### src/vchan_pkg.sv
package vchan_pkg;

    // ========================================================================
    // Port counts and widths
    // ========================================================================

    // Source ports and destination ports, same count on both sides
    localparam int NUM_PORTS = 12;

    // Payload word
    localparam int DATA_WIDTH = 32;

    // Port index, wide enough for NUM_PORTS
    localparam int PORT_SEL_WIDTH = 4;

    // User tag layout
    // High half holds the source index, low half the destination index
    localparam int USER_WIDTH = 2 * PORT_SEL_WIDTH;

    // ========================================================================
    // Demux tree shape
    // ========================================================================

    // Widest fan-out allowed in a single demux node
    localparam int PORTS_PER_LEVEL = 4;

    // Destination index bits consumed by an upper tree node
    localparam int TREE_IDX_WIDTH = $clog2(PORTS_PER_LEVEL);

    // ========================================================================
    // Arbiter
    // ========================================================================

    // ARB_IDLE: no packet in flight
    // ARB_LOCKED: grant held until the last beat is accepted
    typedef enum logic {
        ARB_IDLE,
        ARB_LOCKED
    } arb_state_e;

endpackage
### src/vchan_switch_top.sv
`timescale 1ns/1ps

module vchan_switch_top (
    input  logic                                                         clk,
    input  logic                                                         rst_n,
    input  logic [vchan_pkg::NUM_PORTS-1:0]                              src_valid,
    output logic [vchan_pkg::NUM_PORTS-1:0]                              src_ready,
    input  logic [vchan_pkg::NUM_PORTS-1:0][vchan_pkg::DATA_WIDTH-1:0]     src_data,
    input  logic [vchan_pkg::NUM_PORTS-1:0][vchan_pkg::PORT_SEL_WIDTH-1:0] src_dest,
    input  logic [vchan_pkg::NUM_PORTS-1:0]                              src_last,
    output logic [vchan_pkg::NUM_PORTS-1:0]                              dst_valid,
    input  logic [vchan_pkg::NUM_PORTS-1:0]                              dst_ready,
    output logic [vchan_pkg::NUM_PORTS-1:0][vchan_pkg::DATA_WIDTH-1:0]     dst_data,
    output logic [vchan_pkg::NUM_PORTS-1:0][vchan_pkg::PORT_SEL_WIDTH-1:0] dst_src,
    output logic [vchan_pkg::NUM_PORTS-1:0]                              dst_last
);

    // Multiplexed stream between arbiter and tree
    logic                             m_valid;
    logic                             m_ready;
    logic [vchan_pkg::DATA_WIDTH-1:0] m_data;
    logic [vchan_pkg::USER_WIDTH-1:0] m_user;
    logic                             m_last;

    logic [vchan_pkg::NUM_PORTS-1:0][vchan_pkg::USER_WIDTH-1:0] dst_user;

    vchan_mux u_mux (
        .clk       (clk),
        .rst_n     (rst_n),
        .src_valid (src_valid),
        .src_ready (src_ready),
        .src_data  (src_data),
        .src_dest  (src_dest),
        .src_last  (src_last),
        .m_valid   (m_valid),
        .m_ready   (m_ready),
        .m_data    (m_data),
        .m_user    (m_user),
        .m_last    (m_last)
    );

    // Full index range, decoded from bit 0 up
    vchan_demux_tree #(
        .NUM_DEMUX_PORTS (vchan_pkg::NUM_PORTS),
        .PORT_IDX_BASE   (0)
    ) u_tree (
        .clk       (clk),
        .rst_n     (rst_n),
        .in_valid  (m_valid),
        .in_ready  (m_ready),
        .in_data   (m_data),
        .in_user   (m_user),
        .in_last   (m_last),
        .out_valid (dst_valid),
        .out_ready (dst_ready),
        .out_data  (dst_data),
        .out_user  (dst_user),
        .out_last  (dst_last)
    );

    for (genvar i = 0; i < vchan_pkg::NUM_PORTS; i++) begin : g_dst
        // Source index from the high half of the tag
        assign dst_src[i] = dst_user[i][vchan_pkg::USER_WIDTH-1 -: vchan_pkg::PORT_SEL_WIDTH];

        // Tag from the arbiter must land on the port it names
        a_route: assert property (@(posedge clk) disable iff (!rst_n)
            dst_valid[i] |-> dst_user[i][vchan_pkg::PORT_SEL_WIDTH-1:0] == i);
    end

endmodule

### src/vchan_demux_tree.sv
`timescale 1ns/1ps

module vchan_demux_tree #(
    parameter int NUM_DEMUX_PORTS = 2,
    parameter int PORT_IDX_BASE   = 0
) (
    input  logic                                                clk,
    input  logic                                                rst_n,
    input  logic                                                in_valid,
    output logic                                                in_ready,
    input  logic [vchan_pkg::DATA_WIDTH-1:0]                    in_data,
    input  logic [vchan_pkg::USER_WIDTH-1:0]                    in_user,
    input  logic                                                in_last,
    output logic [NUM_DEMUX_PORTS-1:0]                          out_valid,
    input  logic [NUM_DEMUX_PORTS-1:0]                          out_ready,
    output logic [NUM_DEMUX_PORTS-1:0][vchan_pkg::DATA_WIDTH-1:0] out_data,
    output logic [NUM_DEMUX_PORTS-1:0][vchan_pkg::USER_WIDTH-1:0] out_user,
    output logic [NUM_DEMUX_PORTS-1:0]                          out_last
);

    if (NUM_DEMUX_PORTS <= vchan_pkg::PORTS_PER_LEVEL) begin : g_leaf

        // Small enough for one node, decode the low index bits
        vchan_demux #(
            .NUM_DEMUX_PORTS    (NUM_DEMUX_PORTS),
            .PORT_IDX_START_BIT (PORT_IDX_BASE)
        ) u_demux (
            .clk       (clk),
            .rst_n     (rst_n),
            .in_valid  (in_valid),
            .in_ready  (in_ready),
            .in_data   (in_data),
            .in_user   (in_user),
            .in_last   (in_last),
            .out_valid (out_valid),
            .out_ready (out_ready),
            .out_data  (out_data),
            .out_user  (out_user),
            .out_last  (out_last)
        );

    end else begin : g_tree

        // ====================================================================
        // Upper node plus one subtree per cluster
        // ====================================================================

        localparam int SEL_WIDTH = $clog2(NUM_DEMUX_PORTS);
        // Top index bits pick the cluster
        localparam int TREE_IDX_START = PORT_IDX_BASE + SEL_WIDTH - vchan_pkg::TREE_IDX_WIDTH;
        // Outputs per cluster, a power of two
        localparam int CHILD_PORTS = 1 << (SEL_WIDTH - vchan_pkg::TREE_IDX_WIDTH);
        localparam int NUM_TREE_PORTS = (NUM_DEMUX_PORTS + CHILD_PORTS - 1) / CHILD_PORTS;

        logic [NUM_TREE_PORTS-1:0]                          t_valid;
        logic [NUM_TREE_PORTS-1:0]                          t_ready;
        logic [NUM_TREE_PORTS-1:0][vchan_pkg::DATA_WIDTH-1:0] t_data;
        logic [NUM_TREE_PORTS-1:0][vchan_pkg::USER_WIDTH-1:0] t_user;
        logic [NUM_TREE_PORTS-1:0]                          t_last;

        vchan_demux #(
            .NUM_DEMUX_PORTS    (NUM_TREE_PORTS),
            .PORT_IDX_START_BIT (TREE_IDX_START)
        ) u_upper (
            .clk       (clk),
            .rst_n     (rst_n),
            .in_valid  (in_valid),
            .in_ready  (in_ready),
            .in_data   (in_data),
            .in_user   (in_user),
            .in_last   (in_last),
            .out_valid (t_valid),
            .out_ready (t_ready),
            .out_data  (t_data),
            .out_user  (t_user),
            .out_last  (t_last)
        );

        for (genvar i = 0; i < NUM_TREE_PORTS; i++) begin : g_child
            // Last cluster takes whatever is left
            localparam int ITER_PORTS = (i == NUM_TREE_PORTS - 1) ?
                                        NUM_DEMUX_PORTS - i * CHILD_PORTS : CHILD_PORTS;

            // Low bits keep the same base, cluster offset lives in the high bits
            vchan_demux_tree #(
                .NUM_DEMUX_PORTS (ITER_PORTS),
                .PORT_IDX_BASE   (PORT_IDX_BASE)
            ) u_node (
                .clk       (clk),
                .rst_n     (rst_n),
                .in_valid  (t_valid[i]),
                .in_ready  (t_ready[i]),
                .in_data   (t_data[i]),
                .in_user   (t_user[i]),
                .in_last   (t_last[i]),
                .out_valid (out_valid[i*CHILD_PORTS +: ITER_PORTS]),
                .out_ready (out_ready[i*CHILD_PORTS +: ITER_PORTS]),
                .out_data  (out_data[i*CHILD_PORTS +: ITER_PORTS]),
                .out_user  (out_user[i*CHILD_PORTS +: ITER_PORTS]),
                .out_last  (out_last[i*CHILD_PORTS +: ITER_PORTS])
            );
        end

    end

endmodule

### src/vchan_demux.sv
`timescale 1ns/1ps

module vchan_demux #(
    parameter int NUM_DEMUX_PORTS    = 2,
    parameter int PORT_IDX_START_BIT = 0
) (
    input  logic                                                clk,
    input  logic                                                rst_n,
    input  logic                                                in_valid,
    output logic                                                in_ready,
    input  logic [vchan_pkg::DATA_WIDTH-1:0]                    in_data,
    input  logic [vchan_pkg::USER_WIDTH-1:0]                    in_user,
    input  logic                                                in_last,
    output logic [NUM_DEMUX_PORTS-1:0]                          out_valid,
    input  logic [NUM_DEMUX_PORTS-1:0]                          out_ready,
    output logic [NUM_DEMUX_PORTS-1:0][vchan_pkg::DATA_WIDTH-1:0] out_data,
    output logic [NUM_DEMUX_PORTS-1:0][vchan_pkg::USER_WIDTH-1:0] out_user,
    output logic [NUM_DEMUX_PORTS-1:0]                          out_last
);

    // One-port node still reads a single index bit
    localparam int SEL_WIDTH = (NUM_DEMUX_PORTS > 1) ? $clog2(NUM_DEMUX_PORTS) : 1;

    logic [SEL_WIDTH-1:0]       sel;
    logic [NUM_DEMUX_PORTS-1:0] slot_free;
    logic                       accept;

    // Slice of the destination half of the tag
    assign sel    = in_user[PORT_IDX_START_BIT +: SEL_WIDTH];
    assign accept = in_valid && in_ready;

    // ========================================================================
    // Input acceptance
    // ========================================================================

    always_comb begin
        in_ready = 1'b0;
        for (int i = 0; i < NUM_DEMUX_PORTS; i++) begin
            slot_free[i] = !out_valid[i] || out_ready[i];
            // Out of range index never gets ready
            if (sel == SEL_WIDTH'(i))
                in_ready = slot_free[i];
        end
    end

    // ========================================================================
    // Per-output slots
    // ========================================================================

    always_ff @(posedge clk) begin
        if (!rst_n) begin
            out_valid <= '0;
        end else begin
            for (int i = 0; i < NUM_DEMUX_PORTS; i++) begin
                if (accept && sel == SEL_WIDTH'(i))
                    out_valid[i] <= 1'b1;
                else if (out_ready[i])
                    out_valid[i] <= 1'b0;
            end
        end
    end

    // Tag passes through untouched for the nodes below
    always_ff @(posedge clk) begin
        for (int i = 0; i < NUM_DEMUX_PORTS; i++) begin
            if (accept && sel == SEL_WIDTH'(i)) begin
                out_data[i] <= in_data;
                out_user[i] <= in_user;
                out_last[i] <= in_last;
            end
        end
    end

    // Upstream tag must select an existing output of this node
    a_sel_range: assert property (@(posedge clk) disable iff (!rst_n)
        in_valid |-> sel < NUM_DEMUX_PORTS);

endmodule

### src/vchan_mux.sv
`timescale 1ns/1ps

module vchan_mux (
    input  logic                                                         clk,
    input  logic                                                         rst_n,
    input  logic [vchan_pkg::NUM_PORTS-1:0]                              src_valid,
    output logic [vchan_pkg::NUM_PORTS-1:0]                              src_ready,
    input  logic [vchan_pkg::NUM_PORTS-1:0][vchan_pkg::DATA_WIDTH-1:0]     src_data,
    input  logic [vchan_pkg::NUM_PORTS-1:0][vchan_pkg::PORT_SEL_WIDTH-1:0] src_dest,
    input  logic [vchan_pkg::NUM_PORTS-1:0]                              src_last,
    output logic                                                         m_valid,
    input  logic                                                         m_ready,
    output logic [vchan_pkg::DATA_WIDTH-1:0]                             m_data,
    output logic [vchan_pkg::USER_WIDTH-1:0]                             m_user,
    output logic                                                         m_last
);

    vchan_pkg::arb_state_e state;

    // Granted source while locked
    logic [vchan_pkg::PORT_SEL_WIDTH-1:0] gnt_idx;
    // Highest priority source for the next pick
    logic [vchan_pkg::PORT_SEL_WIDTH-1:0] rr_ptr;
    logic [vchan_pkg::PORT_SEL_WIDTH-1:0] pick_idx;
    logic                                 pick_found;

    // Output slot empty or draining this cycle
    logic out_free;
    logic accept;

    assign out_free = !m_valid || m_ready;
    assign accept   = (state == vchan_pkg::ARB_LOCKED) && src_valid[gnt_idx] && out_free;

    // ========================================================================
    // Round-robin pick
    // ========================================================================

    // Scan from the farthest offset down so the nearest requester wins
    always_comb begin
        int idx;
        pick_found = 1'b0;
        pick_idx   = rr_ptr;
        for (int off = vchan_pkg::NUM_PORTS - 1; off >= 0; off--) begin
            idx = (int'(rr_ptr) + off) % vchan_pkg::NUM_PORTS;
            if (src_valid[idx]) begin
                pick_found = 1'b1;
                pick_idx   = vchan_pkg::PORT_SEL_WIDTH'(idx);
            end
        end
    end

    // ========================================================================
    // Grant FSM
    // ========================================================================

    always_ff @(posedge clk) begin
        if (!rst_n) begin
            state   <= vchan_pkg::ARB_IDLE;
            gnt_idx <= '0;
            rr_ptr  <= '0;
        end else begin
            case (state)
                vchan_pkg::ARB_IDLE: begin
                    if (pick_found) begin
                        gnt_idx <= pick_idx;
                        // Winner drops to lowest priority
                        if (pick_idx == vchan_pkg::PORT_SEL_WIDTH'(vchan_pkg::NUM_PORTS - 1))
                            rr_ptr <= '0;
                        else
                            rr_ptr <= pick_idx + 1'b1;
                        state <= vchan_pkg::ARB_LOCKED;
                    end
                end
                vchan_pkg::ARB_LOCKED: begin
                    // Release only at the end of the packet
                    if (accept && src_last[gnt_idx])
                        state <= vchan_pkg::ARB_IDLE;
                end
                default: state <= vchan_pkg::ARB_IDLE;
            endcase
        end
    end

    // Ready goes to the granted lane only
    always_comb begin
        src_ready = '0;
        if (state == vchan_pkg::ARB_LOCKED && out_free)
            src_ready[gnt_idx] = 1'b1;
    end

    // ========================================================================
    // Output register
    // ========================================================================

    always_ff @(posedge clk) begin
        if (!rst_n)
            m_valid <= 1'b0;
        else if (accept)
            m_valid <= 1'b1;
        else if (m_ready)
            m_valid <= 1'b0;
    end

    // Tag carries source in the high half, destination in the low half
    always_ff @(posedge clk) begin
        if (accept) begin
            m_data <= src_data[gnt_idx];
            m_user <= {gnt_idx, src_dest[gnt_idx]};
            m_last <= src_last[gnt_idx];
        end
    end

    // Grant is exclusive
    a_one_ready: assert property (@(posedge clk) disable iff (!rst_n)
        $onehot0(src_ready));

    // Stalled output holds its payload
    a_hold: assert property (@(posedge clk) disable iff (!rst_n)
        m_valid && !m_ready |=> m_valid && $stable(m_data) && $stable(m_user)
                                && $stable(m_last));

    // Sources only name existing destinations
    a_dest_range: assert property (@(posedge clk) disable iff (!rst_n)
        accept |-> src_dest[gnt_idx] < vchan_pkg::NUM_PORTS);

endmodule

### config.mk
export PLATFORM = sky130hd
export DESIGN_NAME = vchan_switch_top
export DESIGN_NICKNAME = d
export VERILOG_FILES = /design/src/vchan_pkg.sv /design/src/vchan_switch_top.sv /design/src/vchan_demux_tree.sv /design/src/vchan_demux.sv /design/src/vchan_mux.sv
export SDC_FILE = /design/constraint.sdc
export NUM_CORES = 1
export LEC_CHECK = 0
export BUFFER_PORTS_ARGS = -buffer_cell sky130_fd_sc_hd__buf_4
export CORE_AREA = 2 2 360 362
export DETAILED_ROUTE_END_ITERATION = 10
export DIE_AREA = 0 0 362 364
export PLACE_DENSITY = 0.51
export SLEW_MARGIN = 20
export SYNTH_ARGS = -nofsm -noshare
export SYNTH_HDL_FRONTEND = slang
export SYNTH_SLANG_ARGS = --single-unit
### constraint.sdc
create_clock -name clk -period 10.3 [get_ports clk]
set_clock_uncertainty 0.15 [all_clocks]
set_input_delay 1.545 -clock clk [delete_from_list [all_inputs] [get_ports clk]]
set_output_delay 1.545 -clock clk [all_outputs]
set_load 0.02 [all_outputs]
Word level (Yosys, flattened, before mapping) --
Cells that the tools add are included.
Word-level totals: register bits after elaboration 681, latch bits 0, memory bits (writable) 0, memory bits (read-only) 0, bits of input ports 470, output and inout bits 468, word-level logic and storage cells 317, memories 0
Operators by class: $add $sub $neg 12, $mul 0, divide/modulo/power cells 12, $lt $le $gt $ge 14, eq/ne operators 12, shift operators 0, mux-type cells 122, bitwise logic cells 1, reductions and logical operators 77
Operator list (number):
- < comparator 32 x 6 -> 1 bit, second input constant | 12
- modulo 32 x 5 -> 32 bit, second input constant | 11
- binary-select mux 32 bit (select 4 bit) | 1
- 2-to-1 mux 1 bit | 88
- binary-select mux 1 bit (select 4 bit) | 14
- 2-to-1 mux 4 bit | 14
- modulo 5 x 5 -> 32 bit, second input constant | 1
- 2-to-1 mux 32 bit | 1
- nonzero test 2 bit | 16
- logical AND 1 bit | 24
- adder 4 x 3 -> 5 bit, second input constant | 4
- adder 4 x 4 -> 5 bit, second input constant | 4
- binary-select mux 4 bit (select 4 bit) | 1
- logical NOT 1 bit | 16
- logical OR 1 bit | 16
- == test 2 bit, second input constant | 7
- 2-to-1 mux 12 bit | 1
- adder 4 x 2 -> 5 bit, second input constant | 2
- == test 2 x 1 -> 1 bit, second input constant | 4
- logical NOT 2 bit | 4
- adder 4 x 1 -> 5 bit, second input constant | 1
- < comparator 4 x 5 -> 1 bit, second input constant | 1
- adder 4 x 1 -> 4 bit, second input constant | 1
- demux 1 bit (select 4 bit) | 1
- 5 further kinds | 5

Logic depth before layout (Yosys ltp) --
depth in word-level cells 19, gate-level depth with buffers 27, gate-level depth less buffers 23

Cells and area by module --
Synthesis repeated with hierarchy kept, for this count alone.
Second synthesis, totals: cell total of the unflattened synthesis 1467, area total of the unflattened synthesis 27589.0 um2
By module, submodules not included:
- vchan_demux at u_tree.g_tree.g_child[0].u_node.g_leaf.u_demux ... | times used 3, cells each 188, area each 5181.2 um2, sequential area each 5004.8 um2
- vchan_mux | times used 1, cells each 759, area each 8170.3 um2, sequential area each 1431.4 um2
- vchan_demux at u_tree.g_tree.u_upper | times used 1, cells each 144, area each 3875.0 um2, sequential area each 3753.6 um2

Worst setup path after synthesis --
OpenSTA, ideal clock, no wires.
kind input -> register, start input dst_ready[1] (netlist bit), end register u_tree.g_tree.u_upper.out_data[0] (netlist bit) (enable), setup time 0.550 ns, data arrival time 6.105 ns, required time 9.600 ns, setup slack 3.495 ns, stages on the path 5, path buffers 0, cell sequence nor2b_1 a211oi_1 a21o_1 nor2_1 nor4b_1
Between the ends: longest elaborated chain between the ends 10
Ends and longest elaborated chain:
- start: declaration | RTL line vchan_switch_top.sv:12 | input logic [vchan_pkg::NUM_PORTS-1:0] dst_ready,
- logical OR 1 bit | RTL line vchan_demux.sv:39 | slot_free[i] = !out_valid[i] || out_ready[i];
- 2-to-1 mux 1 bit (3 in series) | RTL line vchan_demux.sv:41 | if (sel == SEL_WIDTH'(i))
- logical OR 1 bit | RTL line vchan_demux.sv:39
- 2-to-1 mux 1 bit (3 in series) | RTL line vchan_demux.sv:41
- logical AND 1 bit | RTL line vchan_demux.sv:30 | assign accept = in_valid && in_ready;
- logical AND 1 bit | RTL line vchan_demux.sv:66 | if (accept && sel == SEL_WIDTH'(i)) begin
- end signal: indexed assignment | RTL line vchan_demux.sv:67 | out_data[i] <= in_data;
- end: declaration | RTL line vchan_demux.sv:16 | output logic [NUM_DEMUX_PORTS-1:0][vchan_pkg::DATA_WIDTH-1:0] out_data,
Every way passes these cells. A chain may end at the register's enable or synchronous reset.

Worst setup path in the final report --
start register u_mux.rr_ptr[2] (netlist bit), end register u_mux.rr_ptr[2] (netlist bit)
Between the ends: longest elaborated chain between the ends 19, elaborated cells between the ends (all ways) 87, those cells by class add/sub (12); div (12); eq/ne (1); mux (61); reduce/logical (1)
Ends and longest elaborated chain:
- start: declaration | RTL line vchan_mux.sv:23 | logic [vchan_pkg::PORT_SEL_WIDTH-1:0] rr_ptr;
- start signal: assignment | RTL line vchan_mux.sv:70 | rr_ptr <= pick_idx + 1'b1;
- adder 4 x 4 -> 5 bit | RTL line vchan_mux.sv:44 | idx = (int'(rr_ptr) + off) % vchan_pkg::NUM_PORTS;
- modulo 32 x 5 -> 32 bit | RTL line vchan_mux.sv:44
- binary-select mux 1 bit (select 4 bit) | RTL line vchan_mux.sv:45 | if (src_valid[idx]) begin
- 2-to-1 mux 1 bit (not written as such) (2 in series) | RTL line vchan_mux.sv:45
- 2-to-1 mux 4 bit (11 in series) | RTL line vchan_mux.sv:45
- 2-to-1 mux 4 bit * | RTL line vchan_mux.sv:45
- named net u_mux.pick_idx (one bit) | RTL line vchan_mux.sv:24 | logic [vchan_pkg::PORT_SEL_WIDTH-1:0] pick_idx;
- adder 4 x 1 -> 4 bit or == test 4 bit (tied branches) | RTL line vchan_mux.sv:70, vchan_mux.sv:67
- 2-to-1 mux 4 bit * | RTL line vchan_mux.sv:67 | if (pick_idx == vchan_pkg::PORT_SEL_WIDTH'(vchan_pkg::NUM_PORTS - 1))
Mark *: on every way through the listed nets, which the timed path passes. The rest lies on a longest branch. The select of a mux whose other input is x is not followed.

==> results by group <==
Outcome
  – Status: complete, no violations

Clock tree
  – Post-CTS Resized: 0
  – CTS root buf: clkbuf_16
  – Clk_lat worst skew: 0.69 ns
  – CTS tree: done
  – Longest Clk Path Bufs: 3
  – Clock H-tree levels: 3
  – Setup bufs post-CTS: 0
  – Post-CTS Hold Fix Bufs: 0
  – Clock Pin Slew Worst Setup and Hold Paths: 0.06 ns
  – CTS Buf Count: 69
  – Clock Sinks: 627

STA
  – Final Max Slew Viols: 0
  – Min Tclk post-route: 6.35 ns
  – Setup TNS: 0 ns
  – Final setup violating endpoints: 0
  – Final Hold Viols: 0
  – Slew HR: 30.0%
  – Final period util: 61.7%
  – Slew at the pin closest to its max-slew limit: 1.04 ns
  – Hold slack: 0.327 ns
  – RSZ-0062 raised after global routing: no
  – Fmax: 0.157 GHz

Detailed routing
  – Routed Antenna Nets: 0
  – WL per Instance: 29.7 um
  – Via-per-instance ratio: 4.40
  – Routed WL: 124000 um
  – Post-route DRC violation count: 0
  – DRT Pass-1 Iters: 7
  – Via count: 18400
  – 1st-iter DRT viols: 1871

Floorplanning
  – Die Ht: 364 um
  – # IOs: 938
  – Die footprint: 0.132 mm2
  – Core footprint: 0.128 mm2
  – Die width: 362 um
  – # rows: 132
  – Starting Density: 20.4%

Power
  – Pleak: 13.9 nW
  – Peak supply drop: 0.104 mV
  – Power per cell area: 216 mW/mm2

Setup path
  – Crit-path cells: buf_4 -> ha_1 -> xor2_4 -> inv_2 -> ha_1 -> a41o_1 -> nor2_1 -> a211oi_1 -> a31oi_1 -> ha_1 -> a2111oi_2 -> and2_1 -> nor3_1 -> nor3b_1 -> nor2_1 -> a2111oi_2 -> a21oi_2 -> mux2_4 -> or2_4 -> ha_1 -> inv_1 -> a21oi_1 -> a221oi_2
  – Max incr delay on CP: 0.79 ns
  – Highest-delay cell along the critical path: ha_1
  – CP Data Arrival Time: 6.76 ns
  – Delay-heaviest family, CP: compound AO/OA/AOI/OAI gates
  – Req. time, crit path: 10.70 ns
  – Buffers plus inverters on the worst setup path: 3
  – CP dominant cell by count: ha_1
  – Worst Setup End Kind: flip-flop
  – Max FO, Critical Path: 20
  – Critical Path Source Type: flip-flop
  – Setup Crit Path Kind: flip-flop to flip-flop

Yosys
  – Syn_area_per_cell: 18.0 um2
  – Yosys cell types: 96
  – Post-synth EDFFs: 602
  – Synth Area in XOR/XNOR: 0.645%
  – Compound-gate portion of the synthesized area: 6.04%
  – Syn Inst Count: 1459
  – Top cells by area, synth: edfxtp_1, mux4_2, dfxtp_1
  – #FFs+latches synth: 627
  – Yosys warns: 0
  – Sequential fraction of the synthesis area: 70.9%
  – Mapped cell area: 0.0262 mm2
  – Cell with the most instances after synthesis: edfxtp_1
  – Largest family of logic cells by synthesized area: multiplexers
  – Top FF cell, synth: edfxtp_1
  – Net Count, Synth: 1962
  – Mux cell area share after synthesis: 13.2%
  – Cell taking the most area after synthesis: edfxtp_1
  – Post-synth ARST share: 0%
  – Adder-cell share of the synthesized area: 1.58%
  – Post-synth top area share: 69.0%
  – Share of synthesized cell area in and, or, nand and nor gates: 6.00%
  – Top cells by count, synth: edfxtp_1, mux4_2, nand2_1

Placed design
  – # port buffers: 937
  – Placed cell area: 0.0354 mm2
  – RD Place Congestion: 0.858
  – Detailed Place HPWL: 98800 um

Final layout
  – Fin nets: 2943
  – Multi-input gate area: 0.00727 mm2
  – Final instance area: 0.0377 mm2
  – Storage cell area: 0.0186 mm2
  – P&R area growth vs syn: 44.0%
  – Filler Cells Inserted: 13000
  – Layout cell share with drive strength beyond 1: 51.2%

GRT
  – Gr ovfl total: 0
  – Initial antenna violation count: 66
  – Vias in the first global route: 18000
  – GRT Total Usage: 18.2%
  – Largest net degree at the start of global routing: 48
  – First-pass GRT wire length: 160000 um

Job
  – Number of max-cap violations: 0

Hold path
  – Hold Path Class: flip-flop to flip-flop
-- worst paths after layout --
check / start / endpoint / slack (ns) / cells after the start
worst min register to register: u_mux.m_data[21]$_DFFE_PP_ / u_tree.g_tree.u_upper.out_data[21]$_DFFE_PP_ / 0.33 / 0
worst min-delay path: u_mux.m_data[21]$_DFFE_PP_ / u_tree.g_tree.u_upper.out_data[21]$_DFFE_PP_ / 0.33 / 0
worst max register to register: u_mux.rr_ptr[2]$_SDFFE_PN0P_ / u_mux.rr_ptr[2]$_SDFFE_PN0P_ / 3.95 / 23
worst max-delay path: u_mux.rr_ptr[2]$_SDFFE_PN0P_ / u_mux.rr_ptr[2]$_SDFFE_PN0P_ / 3.95 / 23
-- worst register-to-register path, cell delays in order (launching register included) --
cell,delay (ns)
dfxtp_1,0.32
buf_4,0.29
ha_1,0.81
xor2_4,0.21
inv_2,0.14
ha_1,0.42
a41o_1,0.15
nor2_1,0.04
a211oi_1,0.24
a31oi_1,0.08
ha_1,0.26
a2111oi_2,0.46
and2_1,0.24
nor3_1,0.09
nor3b_1,0.56
nor2_1,0.13
a2111oi_2,0.36
a21oi_2,0.11
mux2_4,0.32
or2_4,0.27
ha_1,0.21
inv_1,0.09
a21oi_1,0.08
a221oi_2,0.24
-- placed cells by master, fill, tap and decap left out, types with 12 or more instances in the layout --
| cell | n |
|---|---|
| a21oi_1 | 33 |
| buf_4 | 976 |
| clkbuf_1 | 12 |
| nand2b_1 | 13 |
| dfxtp_1 | 19 |
| nor2_1 | 45 |
| inv_1 | 21 |
| nor2b_1 | 20 |
| nand3_1 | 19 |
| mux4_2 | 126 |
| nand2_1 | 76 |
| clkinv_1 | 14 |
| a21o_1 | 13 |
| clkbuf_16 | 69 |
| nor3_1 | 21 |
| diode_2 | 17 |
| mux2i_1 | 48 |
| edfxtp_1 | 602 |
| o21ai_0 | 52 |
| ha_1 | 33 |
| clkinv_2 | 13 |
-- flip-flops by register name (all words and copies together) (netlist names) --
| register | cells |
|---|---|
| u_mux.gnt_idx | 4 |
| u_mux.m_data | 32 |
| u_mux.m_last | 1 |
| u_mux.m_user | 8 |
| u_mux.m_valid | 1 |
| u_mux.rr_ptr | 4 |
| u_mux.state | 1 |
| u_tree.g_tree.g_child.u_node.g_leaf.u_demux.out_data | 384 |
| u_tree.g_tree.g_child.u_node.g_leaf.u_demux.out_last | 12 |
| u_tree.g_tree.g_child.u_node.g_leaf.u_demux.out_user | 48 |
| u_tree.g_tree.g_child.u_node.g_leaf.u_demux.out_valid | 12 |
| u_tree.g_tree.u_upper.out_data | 96 |
| u_tree.g_tree.u_upper.out_last | 3 |
| u_tree.g_tree.u_upper.out_user | 18 |
| u_tree.g_tree.u_upper.out_valid | 3 |
-- where the power goes --
part           internal (mW)  switching, mW  leakage (nW)  total, mW
Sequential              3.03          0.258          5.64       3.29
Combinational           1.02           1.37          7.15       2.39
Clock                   1.39           1.09          1.09       2.47
-- routing by layer --
| metal | GRT usage, % | vias to the layer above | wire length, um |
|---|---|---|---|
| met3 | 6.33 | 199 | 12100 |
| met1 | 21.5 | 9220 | 47300 |
| met4 | 6.79 | 36 | 3700 |
| met2 | 30.4 | 1017 | 61000 |
| met5 | 0 | - | 215 |
| li1 | - | 7924 | - |
-- metrics by stage --
step	std cells	power (mW)	utilization [%]	setup WS, ns
3_3_place_gp	4044	5.77	27.6	4.04
2_1_floorplan	1459	4.79	-	3.49
5_1_grt	4175	8.56	29.4	3.50
6_report	4184	8.15	29.4	3.95
3_5_place_dp	4044	5.78	27.6	3.98
4_1_cts	4167	8.27	29.4	3.98
-- kinds of logic after synthesis --
| logic type | count (synthesis) |
|---|---|
| flops | 627 |
| simple gates | 288 |
| compound gates | 219 |
| mux | 183 |
| buf+inv | 97 |
| fa+ha+maj | 33 |
| xor+xnor | 12 |
-- cell type report --
cell class,count,area share [%]
Tap cell,1675,5.56
Timing Repair Buffer,976,19.4
Antenna cell,17,0.113
Multi-Input combinational cell,735,19.3
Clock buffer,81,4.70
Sequential cell,627,49.3
Inverter,31,0.319
Clock inverter,42,1.30
(Power assumes the default switching activity.)
